**src/include/scc_settings.svh**
```systemverilog
// scan-chain controller build settings tied to the PHY configuration
`ifndef SCC_SETTINGS_SVH
`define SCC_SETTINGS_SVH

// number of bits in one per-rank settings word, which is also the scan chain length
`define SCC_SETTINGS_WIDTH 12

// ranks served by the shadow register block
`define SCC_NUM_RANKS 2

// bits needed to name one rank, must cover SCC_NUM_RANKS
`define SCC_RANK_BITS 1

// upper bound in clock cycles for any single handshake wait in the testbench
// a full shift command finishes well inside this
`define SCC_TIMEOUT_CYCLES 200

`endif

```
**src/rtl/scc_chain_pkg.sv**
```systemverilog
// types for the settings data and the scan chain control of the scan-chain controller
`include "scc_settings.svh"

package scc_chain_pkg;

	// one settings word as it sits in the chain and in a shadow register
	typedef logic [`SCC_SETTINGS_WIDTH-1:0] settings_t;

	// index of a rank, used both by the host command and by the core
	typedef logic [`SCC_RANK_BITS-1:0] rank_t;

	// control from the sequencer to the scan shifter
	// load copies the source word in and clears the capture register
	// step moves every register of the chain by one bit
	// the sequencer never raises both in the same cycle
	typedef struct packed {
		logic load;
		logic step;
	} scc_shift_ctrl_t;

endpackage

```
**src/rtl/scc_cmd_pkg.sv**
```systemverilog
// types for the host command interface and the sequencer of the scan-chain controller
package scc_cmd_pkg;

	import scc_chain_pkg::*;

	// all four codes are legal, so there is no error opcode
	typedef enum logic [1:0] {
		SCC_OP_SHIFT        = 2'd0,
		SCC_OP_COMMIT       = 2'd1,
		SCC_OP_SHIFT_COMMIT = 2'd2,
		SCC_OP_READBACK     = 2'd3
	} scc_op_e;

	// host command, held stable by the host while cmd_req is high and cmd_ack is low
	// rank is ignored by a plain shift, data is ignored by commit and readback
	typedef struct packed {
		scc_op_e   op;
		rank_t     rank;
		settings_t data;
	} scc_cmd_t;

	// sequencer states
	// ST_SHIFT runs the serial move, ST_COMMIT pulses the shadow write,
	// ST_READ gives the readback mux a cycle to settle,
	// ST_ACK raises the acknowledge and waits for the host to drop its request,
	// ST_RELEASE is the one cycle gap before a new command can be taken
	typedef enum logic [2:0] {
		ST_IDLE    = 3'd0,
		ST_SHIFT   = 3'd1,
		ST_COMMIT  = 3'd2,
		ST_READ    = 3'd3,
		ST_ACK     = 3'd4,
		ST_RELEASE = 3'd5
	} scc_state_e;

endpackage

```
**src/rtl/core_shadow_registers.sv**
```systemverilog
// per-rank shadow registers holding the settings used by the core, with commit and readback
`timescale 1ns/1ps
`include "scc_settings.svh"

module core_shadow_registers (
	input  logic                      scc_clk,
	input  logic                      scc_reset_n,
	input  logic                      scc_update,
	input  scc_chain_pkg::rank_t      scc_rank,
	input  scc_chain_pkg::settings_t  scc_settings_in,
	input  scc_chain_pkg::rank_t      rank_select,
	input  scc_chain_pkg::rank_t      read_rank,
	output scc_chain_pkg::settings_t  settings_out,
	output scc_chain_pkg::settings_t  read_settings
);

	import scc_chain_pkg::*;

	// one settings word per rank
	settings_t rank_settings [`SCC_NUM_RANKS];

	always_ff @(posedge scc_clk or negedge scc_reset_n)
	begin
		if (!scc_reset_n)
		begin
			for (int r = 0; r < `SCC_NUM_RANKS; r++)
				rank_settings[r] <= '0;
		end
		else if (scc_update)
		begin
			rank_settings[scc_rank] <= scc_settings_in;
		end
	end

	// the core follows rank_select with no register in the path,
	// a commit shows up here on the cycle after the update pulse
	assign settings_out = rank_settings[rank_select];

	// second read port for the sequencer so a readback never disturbs the core view
	assign read_settings = rank_settings[read_rank];

	// a commit must name a rank that exists
	assert property (@(posedge scc_clk) disable iff (!scc_reset_n)
		scc_update |-> (int'(scc_rank) < `SCC_NUM_RANKS))
		else $error("shadow commit to rank %0d out of range", scc_rank);

endmodule

```
**src/rtl/scc_bit_counter.sv**
```systemverilog
// down-counter that times the serial shift and flags the cycle of the last bit
`timescale 1ns/1ps
`include "scc_settings.svh"

module scc_bit_counter (
	input  logic scc_clk,
	input  logic scc_reset_n,
	input  logic cnt_load,
	input  logic cnt_en,
	output logic cnt_done
);

	localparam int CNT_W = $clog2(`SCC_SETTINGS_WIDTH);
	localparam logic [CNT_W-1:0] CNT_LAST = CNT_W'(`SCC_SETTINGS_WIDTH - 1);

	logic [CNT_W-1:0] count;
	logic             armed;

	// the step taken at count zero is the last one of the word
	// armed keeps an idle zero count from looking like a finished shift
	assign cnt_done = cnt_en && armed && (count == '0);

	always_ff @(posedge scc_clk or negedge scc_reset_n)
	begin
		if (!scc_reset_n)
		begin
			count <= '0;
			armed <= 1'b0;
		end
		else if (cnt_load)
		begin
			count <= CNT_LAST;
			armed <= 1'b1;
		end
		else if (cnt_en && armed)
		begin
			// hold at zero once the word is done, the next shift reloads
			if (count == '0)
				armed <= 1'b0;
			else
				count <= count - 1'b1;
		end
	end

	// the sequencer must reload before stepping again once a word is complete
	assert property (@(posedge scc_clk) disable iff (!scc_reset_n)
		((count == '0) && !armed && !cnt_load) |-> !cnt_en)
		else $error("bit counter enabled after the shift finished without a reload");

endmodule

```
**src/rtl/scc_scan_shifter.sv**
```systemverilog
// serial scan shifter with source, chain and capture registers moving one bit per step
`timescale 1ns/1ps

module scc_scan_shifter (
	input  logic                            scc_clk,
	input  logic                            scc_reset_n,
	input  scc_chain_pkg::scc_shift_ctrl_t  shift_ctrl,
	input  scc_chain_pkg::settings_t        source,
	output scc_chain_pkg::settings_t        chain,
	output scc_chain_pkg::settings_t        captured
);

	import scc_chain_pkg::*;

	// word still waiting to enter the chain, drained from the LSB end
	settings_t source_q;

	always_ff @(posedge scc_clk or negedge scc_reset_n)
	begin
		if (!scc_reset_n)
		begin
			source_q <= '0;
			chain    <= '0;
			captured <= '0;
		end
		else if (shift_ctrl.load)
		begin
			// the chain itself is left alone, it still holds the previous word
			source_q <= source;
			captured <= '0;
		end
		else if (shift_ctrl.step)
		begin
			// bits enter the chain at the MSB and leave it at the LSB,
			// so after a full word the chain holds the source and captured holds the old chain
			source_q <= source_q >> 1;
			chain    <= {source_q[0], chain[$bits(settings_t)-1:1]};
			captured <= {chain[0], captured[$bits(settings_t)-1:1]};
		end
	end

	// a load in the middle of a step would corrupt both the chain and the capture
	assert property (@(posedge scc_clk) disable iff (!scc_reset_n)
		!(shift_ctrl.load && shift_ctrl.step))
		else $error("scan shifter saw load and step together");

endmodule

```
**src/rtl/scc_sequencer.sv**
```systemverilog
// command sequencer that decodes host commands, runs the req/ack handshake and steers the chain
`timescale 1ns/1ps

module scc_sequencer (
	input  logic                            scc_clk,
	input  logic                            scc_reset_n,
	input  scc_cmd_pkg::scc_cmd_t           cmd,
	input  logic                            cmd_req,
	input  logic                            cnt_done,
	input  scc_chain_pkg::settings_t        captured,
	input  scc_chain_pkg::settings_t        chain,
	input  scc_chain_pkg::settings_t        read_settings,
	output logic                            cmd_ack,
	output scc_chain_pkg::settings_t        rsp_data,
	output scc_chain_pkg::scc_shift_ctrl_t  shift_ctrl,
	output logic                            cnt_load,
	output logic                            cnt_en,
	output logic                            scc_update,
	output scc_chain_pkg::rank_t            scc_rank,
	output scc_chain_pkg::rank_t            read_rank
);

	import scc_chain_pkg::*;
	import scc_cmd_pkg::*;

	scc_state_e state;
	scc_state_e state_nxt;
	scc_op_e    op_q;
	rank_t      rank_q;
	logic       start_shift;
	settings_t  rsp_sel;

	// a shifting command loads the shifter and the counter on the very edge that accepts it,
	// so the first step already happens in the first ST_SHIFT cycle
	assign start_shift = (state == ST_IDLE) && cmd_req &&
		((cmd.op == SCC_OP_SHIFT) || (cmd.op == SCC_OP_SHIFT_COMMIT));

	assign shift_ctrl.load = start_shift;
	assign shift_ctrl.step = (state == ST_SHIFT);
	assign cnt_load        = start_shift;
	assign cnt_en          = (state == ST_SHIFT);

	// the shadow write is a single cycle pulse, the chain output is the write data
	assign scc_update = (state == ST_COMMIT);
	assign scc_rank   = rank_q;
	assign read_rank  = rank_q;

	always_comb
	begin
		state_nxt = state;
		case (state)
			ST_IDLE:
			begin
				if (cmd_req)
				begin
					case (cmd.op)
						SCC_OP_SHIFT:        state_nxt = ST_SHIFT;
						SCC_OP_SHIFT_COMMIT: state_nxt = ST_SHIFT;
						SCC_OP_COMMIT:       state_nxt = ST_COMMIT;
						default:             state_nxt = ST_READ;
					endcase
				end
			end
			ST_SHIFT:
			begin
				// the counter flags the cycle of the last step
				if (cnt_done)
					state_nxt = (op_q == SCC_OP_SHIFT_COMMIT) ? ST_COMMIT : ST_ACK;
			end
			ST_COMMIT:
				state_nxt = ST_ACK;
			ST_READ:
				state_nxt = ST_ACK;
			ST_ACK:
			begin
				// back-pressure is simply a request that stays high
				if (cmd_ack && !cmd_req)
					state_nxt = ST_RELEASE;
			end
			default:
				state_nxt = ST_IDLE;
		endcase
	end

	// response source per opcode
	// a shift returns what fell out of the chain, a commit returns the word written,
	// a readback returns the shadow word of the registered rank
	always_comb
	begin
		case (op_q)
			SCC_OP_SHIFT:        rsp_sel = captured;
			SCC_OP_SHIFT_COMMIT: rsp_sel = captured;
			SCC_OP_COMMIT:       rsp_sel = chain;
			default:             rsp_sel = read_settings;
		endcase
	end

	always_ff @(posedge scc_clk or negedge scc_reset_n)
	begin
		if (!scc_reset_n)
		begin
			state    <= ST_IDLE;
			op_q     <= SCC_OP_SHIFT;
			rank_q   <= '0;
			cmd_ack  <= 1'b0;
			rsp_data <= '0;
		end
		else
		begin
			state <= state_nxt;
			// opcode and rank are kept for the whole command since cmd may change after ack
			if ((state == ST_IDLE) && cmd_req)
			begin
				op_q   <= cmd.op;
				rank_q <= cmd.rank;
			end
			// first ST_ACK cycle, the last step has settled so the response is taken here
			if ((state == ST_ACK) && !cmd_ack)
			begin
				cmd_ack  <= 1'b1;
				rsp_data <= rsp_sel;
			end
			else if ((state == ST_ACK) && !cmd_req)
			begin
				cmd_ack <= 1'b0;
			end
		end
	end

	// the acknowledge only ever answers a request that was high on the edge before
	assert property (@(posedge scc_clk) disable iff (!scc_reset_n)
		$rose(cmd_ack) |-> $past(cmd_req))
		else $error("cmd_ack rose without cmd_req");

	// a commit writes the shadow register exactly once
	assert property (@(posedge scc_clk) disable iff (!scc_reset_n)
		$rose(scc_update) |=> !scc_update)
		else $error("scc_update held longer than one cycle");

	// the host keeps the command stable until it is acknowledged
	assert property (@(posedge scc_clk) disable iff (!scc_reset_n)
		(cmd_req && !cmd_ack && $past(cmd_req) && !$past(cmd_ack)) |-> $stable(cmd))
		else $error("cmd changed while cmd_req was pending");

endmodule

```
**src/rtl/scc_shadow_top.sv**
```systemverilog
// top level of the scan-chain controller joining sequencer, counter, shifter and shadow registers
`timescale 1ns/1ps

module scc_shadow_top (
	input  logic                      scc_clk,
	input  logic                      scc_reset_n,
	input  scc_cmd_pkg::scc_cmd_t     cmd,
	input  logic                      cmd_req,
	input  scc_chain_pkg::rank_t      rank_select,
	output logic                      cmd_ack,
	output scc_chain_pkg::settings_t  rsp_data,
	output scc_chain_pkg::settings_t  settings_out
);

	import scc_chain_pkg::*;

	scc_shift_ctrl_t shift_ctrl;
	logic            cnt_load;
	logic            cnt_en;
	logic            cnt_done;
	logic            scc_update;
	rank_t           scc_rank;
	rank_t           read_rank;
	settings_t       chain;
	settings_t       captured;
	settings_t       read_settings;

	// control and handshake
	scc_sequencer u_sequencer (
		.scc_clk       (scc_clk),
		.scc_reset_n   (scc_reset_n),
		.cmd           (cmd),
		.cmd_req       (cmd_req),
		.cnt_done      (cnt_done),
		.captured      (captured),
		.chain         (chain),
		.read_settings (read_settings),
		.cmd_ack       (cmd_ack),
		.rsp_data      (rsp_data),
		.shift_ctrl    (shift_ctrl),
		.cnt_load      (cnt_load),
		.cnt_en        (cnt_en),
		.scc_update    (scc_update),
		.scc_rank      (scc_rank),
		.read_rank     (read_rank)
	);

	scc_bit_counter u_bit_counter (
		.scc_clk     (scc_clk),
		.scc_reset_n (scc_reset_n),
		.cnt_load    (cnt_load),
		.cnt_en      (cnt_en),
		.cnt_done    (cnt_done)
	);

	// the host data word is the source of every shift
	scc_scan_shifter u_scan_shifter (
		.scc_clk     (scc_clk),
		.scc_reset_n (scc_reset_n),
		.shift_ctrl  (shift_ctrl),
		.source      (cmd.data),
		.chain       (chain),
		.captured    (captured)
	);

	// commits always take the full chain contents
	core_shadow_registers u_shadow_registers (
		.scc_clk         (scc_clk),
		.scc_reset_n     (scc_reset_n),
		.scc_update      (scc_update),
		.scc_rank        (scc_rank),
		.scc_settings_in (chain),
		.rank_select     (rank_select),
		.read_rank       (read_rank),
		.settings_out    (settings_out),
		.read_settings   (read_settings)
	);

endmodule

```
**config.mk**
```make
export PLATFORM = sky130hd
export DESIGN_NAME = scc_shadow_top
export DESIGN_NICKNAME = d
export VERILOG_FILES = /design/src/rtl/scc_chain_pkg.sv /design/src/rtl/scc_cmd_pkg.sv /design/src/rtl/core_shadow_registers.sv /design/src/rtl/scc_bit_counter.sv /design/src/rtl/scc_scan_shifter.sv /design/src/rtl/scc_sequencer.sv /design/src/rtl/scc_shadow_top.sv
export VERILOG_INCLUDE_DIRS = /design/src /design/src/include
export SDC_FILE = /design/constraint.sdc
export NUM_CORES = 1
export LEC_CHECK = 0
export BUFFER_PORTS_ARGS = -buffer_cell sky130_fd_sc_hd__buf_2
export CORE_MARGIN = 2
export CORE_UTILIZATION = 43
export DETAILED_ROUTE_END_ITERATION = 8
export HOLD_SLACK_MARGIN = 0.03
export SYNTH_ARGS = -nofsm -noshare
export SYNTH_HDL_FRONTEND = slang
export SYNTH_HIERARCHICAL = 1
export SYNTH_SLANG_ARGS = --single-unit
```
**constraint.sdc**
```tcl
create_clock -name scc_clk -period 3.9 [get_ports scc_clk]
set_clock_uncertainty 0.1 [all_clocks]
set_input_delay 0.195 -clock scc_clk [delete_from_list [all_inputs] [get_ports scc_clk]]
set_output_delay 0.195 -clock scc_clk [all_outputs]
set_load 0.03 [all_outputs]
```
==> results of run 1 <==
==> Yosys cell counts, types with 7 or more instances <==
library cell,n
a211oi_2,8
a21o_1,13
buf_2,7
dfrtp_1,84
mux2_2,43
mux2_4,20
mux2i_1,36
nand2_1,15
nor2_1,30
o21ai_0,14
==> worst register-to-register path, stage by stage (launching register included) <==
cell and delay [ns]:
dfrtp_1 0.48, nor4b_1 0.65, nor2b_2 0.25, buf_4 0.36, nand2b_4 0.35, mux2_2 0.37
==> power by group <==
| group | internal [mW] | switching (mW) | total, mW |
|---|---|---|---|
| clock | 0.329 | 0.302 | 0.632 |
| sequential | 1.23 | 0.404 | 1.64 |
| combinational | 0.810 | 0.798 | 1.61 |
==> per-stage QoR <==
stage	instances	instance area [um2]	worst slack (ns)	util [%]	hold WS [ns]
after floorplan	329	4160	1.37	-	-0.201
after global placement	480	4400	1.27	47.2	0.222
after detailed placement	480	4400	1.24	47.2	0.223
after CTS	512	4770	1.21	51.1	0.0441
after global routing	512	4770	1.01	51.1	0.0591
final	512	4770	1.21	51.1	0.0705
==> final timing paths <==
path / startpoint / end / cells after the start
worst max-delay path: u_sequencer/state[2] / u_scan_shifter/chain[6] / 5
worst min-delay path: cmd[13] / u_sequencer/state[1] / 3
worst max register to register: u_sequencer/state[2] / u_scan_shifter/chain[6] / 5
worst min register to register: u_sequencer/rsp_data[0] / u_sequencer/rsp_data[0] / 1
max in group asynchronous: scc_reset_n / u_scan_shifter/source_q[9] / 3
min in group asynchronous: scc_reset_n / u_sequencer/cmd_ack / 2
==> sequential cells by signal, summed over array words and instances (netlist names) <==
register                          count
u_sequencer/rsp_data                 12
u_scan_shifter/chain                 12
u_scan_shifter/source_q              12
u_sequencer/state                     3
u_sequencer/op_q                      2
u_scan_shifter/captured              12
u_bit_counter/count                   4
u_sequencer/cmd_ack                   1
u_bit_counter/armed                   1
u_sequencer/read_rank                 1
u_shadow_registers/rank_settings     24
==> per-layer routing <==
layer  global-route usage (%)  vias to the layer above  wire length [um]
met5                        0                        -                 0
met4                     6.67                        0                84
met3                     3.08                        7               198
met2                     24.3                       34              3600
met1                     23.8                     1249              4060
li1                         -                     1265                 -
==> cell type report <==
type / instances / share of cell area, %
Clock buffer: 12 / 3.26
Clock inverter: 4 / 0.998
Inverter: 4 / 0.315
Multi-Input combinational cell: 217 / 39.5
Sequential cell: 84 / 44.1
Tap cell: 129 / 3.39
Timing Repair Buffer: 62 / 8.40
==> kinds of logic (layout without fill, tap and decap cells) <==
logic type	after synthesis	after routing	share of synthesized area, %
buffers and inverters	28	82	4.33
flip-flops	84	84	50.5
multiplexers	99	99	27.5
AND/OR/NAND/NOR	69	69	8.54
adder cells (fa/ha/maj)	2	2	0.602
AO/OA/AOI/OAI	47	47	8.45
==> repair_timing <==
| item | 4_1_cts | 5_1_grt |
|---|---|---|
| endpoints found under the hold margin | 73 | 0 |
| hold buffers | 16 | 0 |
| resized for setup | 0 | 0 |
==> impl_metrics.ini, run 1 <==
[setup_path]
cp_max_fo = 44
cp-end-kind = register
critPathBufInv = 1
crit_family = simple AND/OR/NAND/NOR gates
crit_arrival_ns = 2.82
path_cells = nor4b_1, nor2b_2, buf_4, nand2b_4, mux2_2
rrSetupSlack_ns = 1.21
slowest_stage = nor4b_1
start_kind = register
cp.required_ns = 4.03
max_stage_delay_ns = 0.65
worstSetupPathType = reg -> reg

[logic_synthesis]
ys_top_cells_by_area = dfrtp_1, mux2_2, mux2i_1
synth_top_area_cell = dfrtp_1
netlist_area_mm2 = 0.00416
synth_area_per_cell_um2 = 12.6
synth_seq_cells = 84
synthArstFlopShare_pct = 100
synth.distinct_cells = 39
yosysWarnings = 6
synth_top_area_share_pct = 50.5
synth-edff-count = 0
synth_ff_type = dfrtp_1
yosysSeqAreaShare_pct = 50.5
synth_cells = 329
syn-num-nets = 350

[cells_and_area]
fill_cells = 831
drive_gt1_share_pct = 36.3
final_common_cell = dfrtp_1
final_cell_mix = dfrtp_1, mux2_2, buf_2, mux2i_1, nor2_1
insertedDiodeCount = 0
area_delta_synth_final_pct = 14.6
seqCellArea_mm2 = 0.00210
fin_nets = 399
multiInputGateArea_mm2 = 0.00188

[power]
power.leakage_nw = 2.35
power_density_mw_per_mm2 = 813
power_mw = 3.88
vdd_ir_drop_max_mv = 0.344

[clock_network]
cts_buffers = 9
clk_latency_ns = 0.34
clkTransAtPathRegs_ns = 0.08
root_buffer = clkbuf_8
cts_setup_buffers = 0
htreeDepth = 3
clockBufferDepth = 2
cts_tree = built
clock-sinks = 84

[drt]
vias_per_cell = 4.99
dr.pass1.iters = 4
routed-via-count = 2555
ant_nets = 0
drt_iter0_drc = 65
drc_errors = 0
routed_wl_um = 7940
wire_per_inst_um = 15.5

[grt]
antenna_found_initial = 0
grt_max_degree = 60
grt_use_total_pct = 16.4
grt_overflow = 0
grt_pass1_vias = 2515
grt_first_pass_wirelength_um = 13100

[sta]
worst_slew_pin_slew_ns = 1.00
max_freq_ghz = 0.372
setup_tns_ns = 0
period_needed_ns = 2.69
rsz0062_at_grt = no
relSlewSlack_pct = 33.3
hold_violations = 0
maxSlewViolCount = 0
period_share_pct = 68.9
setup_viol = 0

[floorplanning]
floorplan.initialDensity_pct = 44.6
num_io_pins = 44
std_cell_rows = 35
coreArea_mm2 = 0.00933
fp.dieW_um = 102
die_h_um = 102
die-area_mm2 = 0.0105

[placement]
gp_congestion = 0.711
port_buffers = 43
dp_hpwl_um = 5100

[flow_run]
maxCapViolCount = 0

[run_status]
outcome = complete, no violations

[hold_path]
hp-class = in -> reg
Power figures use the tool's default switching activity.
==> run 2, diff against run 1 <==
clock period = 2.8 ns   (was 3.9 ns; I/O delays follow)
==> run 2 against run 1 <==
Against the previous run:
- core utilization rose by 0.25 points
- first-iteration DRC count rose by 65%
- setup slack got worse by 0.48 ns
- clock power rose by 32%
- critical path depth did not move
- sequential cell count did not move
- register-to-register slack got worse by 0.48 ns
- non-clock buffer count rose by 4
- worst hold slack improved by 0.19 ns
==> impl_metrics.ini, run 2 (synthesis results as in run 1) <==
[floorplanning]
floorplan.initialDensity_pct = 44.6
die-area_mm2 = 0.0105
fp.dieW_um = 102
coreArea_mm2 = 0.00933
die_h_um = 102
num_io_pins = 44
std_cell_rows = 35

[sta]
relSlewSlack_pct = 36.4
max_freq_ghz = 0.483
worst_slew_pin_slew_ns = 0.954
maxSlewViolCount = 0
setup_slack_ns = 0.730
setup_viol = 0
rsz0062_at_grt = no
holdWs_ns = 0.263
setup_tns_ns = 0
hold_violations = 0
period_share_pct = 73.9
period_needed_ns = 2.07

[placement]
dp_hpwl_um = 5410
dp.cells = 483
gp_congestion = 0.841
post-place-ws_ns = 0.761
placed_area_mm2 = 0.00443
port_buffers = 43

[drt]
ant_nets = 0
routed_wl_um = 8170
dr.pass1.iters = 4
vias_per_cell = 5.07
drt_iter0_drc = 107
wire_per_inst_um = 15.8
drc_errors = 0
routed-via-count = 2615

[grt]
grt_max_degree = 53
grt_overflow = 0
grt_pass1_vias = 2537
antenna_found_initial = 0
grt_first_pass_wirelength_um = 13700
grt_use_total_pct = 17.0

[clock_network]
clockBufferDepth = 2
clk_latency_ns = 0.35
htreeDepth = 3
cts_tree = built
clkTransAtPathRegs_ns = 0.09
cts_buffers = 9
clock-sinks = 84
root_buffer = clkbuf_8

[cells_and_area]
final_cell_mix = dfrtp_1, mux2_2, buf_2, mux2i_1, nor2_1
top_register = u_shadow_registers/rank_settings
stdcell_area_mm2 = 0.00479
insertedDiodeCount = 0
fin_nets = 403
fin_util_pct = 51.3
largest_reg_flops = 24
drive_gt1_share_pct = 37.0
area_delta_synth_final_pct = 15.2
final_common_cell = dfrtp_1
final_cell_count_no_fill = 516
fill_cells = 863

[setup_path]
rr_endpoint = u_bit_counter/count[0]
cp.required_ns = 2.93
cp_max_fo = 8
reg2reg_from = u_sequencer/state[0]
cp-end-kind = register
start_kind = register
rrSetupSlack_ns = 0.73
rr_worst_depth = 5
crit_arrival_ns = 2.20
worstSetupPathType = reg -> reg

[power]
power_density_mw_per_mm2 = 1130
vdd_ir_drop_max_mv = 0.452
power.leakage_nw = 2.36
power_mw = 5.41

[run_status]
outcome = complete, no violations

[hold_path]
hp-class = in -> async

[flow_run]
maxCapViolCount = 0
==> run 2: cell type report <==
cell class	count	area [um2]	share of cell area (%)
timing repair buffer	66	433	9.04
inverter	4	15.0	0.313
clock inverter	5	42.5	0.888
multi-input combinational	217	1880	39.3
clock buffer	11	151	3.16
tap	129	161	3.37
sequential	84	2100	43.9
==> run 2: how the worst max path moves through the flow <==
stage / startpoint / to / slack, ns
floorplan: u_sequencer/state[2] / u_scan_shifter/chain[0] / 0.27
global placement: u_sequencer/state[2] / u_scan_shifter/chain[7] / 0.78
detailed placement: u_sequencer/state[1] / u_sequencer/rsp_data[4] / 0.76
CTS: u_sequencer/state[1] / u_sequencer/rsp_data[4] / 0.75
global route: u_sequencer/state[0] / u_bit_counter/count[3] / 0.57
finish: u_sequencer/state[0] / u_bit_counter/count[0] / 0.73
==> run 2: worst max-delay path, stage by stage (launching register included) <==
cell and delay (ns):
dfrtp_1 0.46, inv_1 0.12, nor3_2 0.48, nand2_1 0.26
o21ai_0 0.19, or3b_1 0.35
==> run 2: where the power goes <==
| group | leakage, nW | switching, mW | internal [mW] | total (mW) |
|---|---|---|---|---|
| clock network | 0.0965 | 0.453 | 0.381 | 0.834 |
| registers | 1.08 | 0.608 | 1.72 | 2.32 |
| logic | 1.19 | 1.11 | 1.15 | 2.25 |
| total | 2.36 | 2.17 | 3.24 | 5.41 |
==> run 2: timing repair <==
item,CTS,global route
gates resized for setup,0,0
endpoints found under the hold margin,67,0
buffers inserted,0,0
hold buffers,17,0
==> run 2: metal layers <==
metal	share of wire [%]	track usage (%)	wire length (um)
met1	52	26.2	4280
met2	44	24.2	3600
met3	2.9	3.76	238
met4	0.71	4.62	58
met5	0	0	0
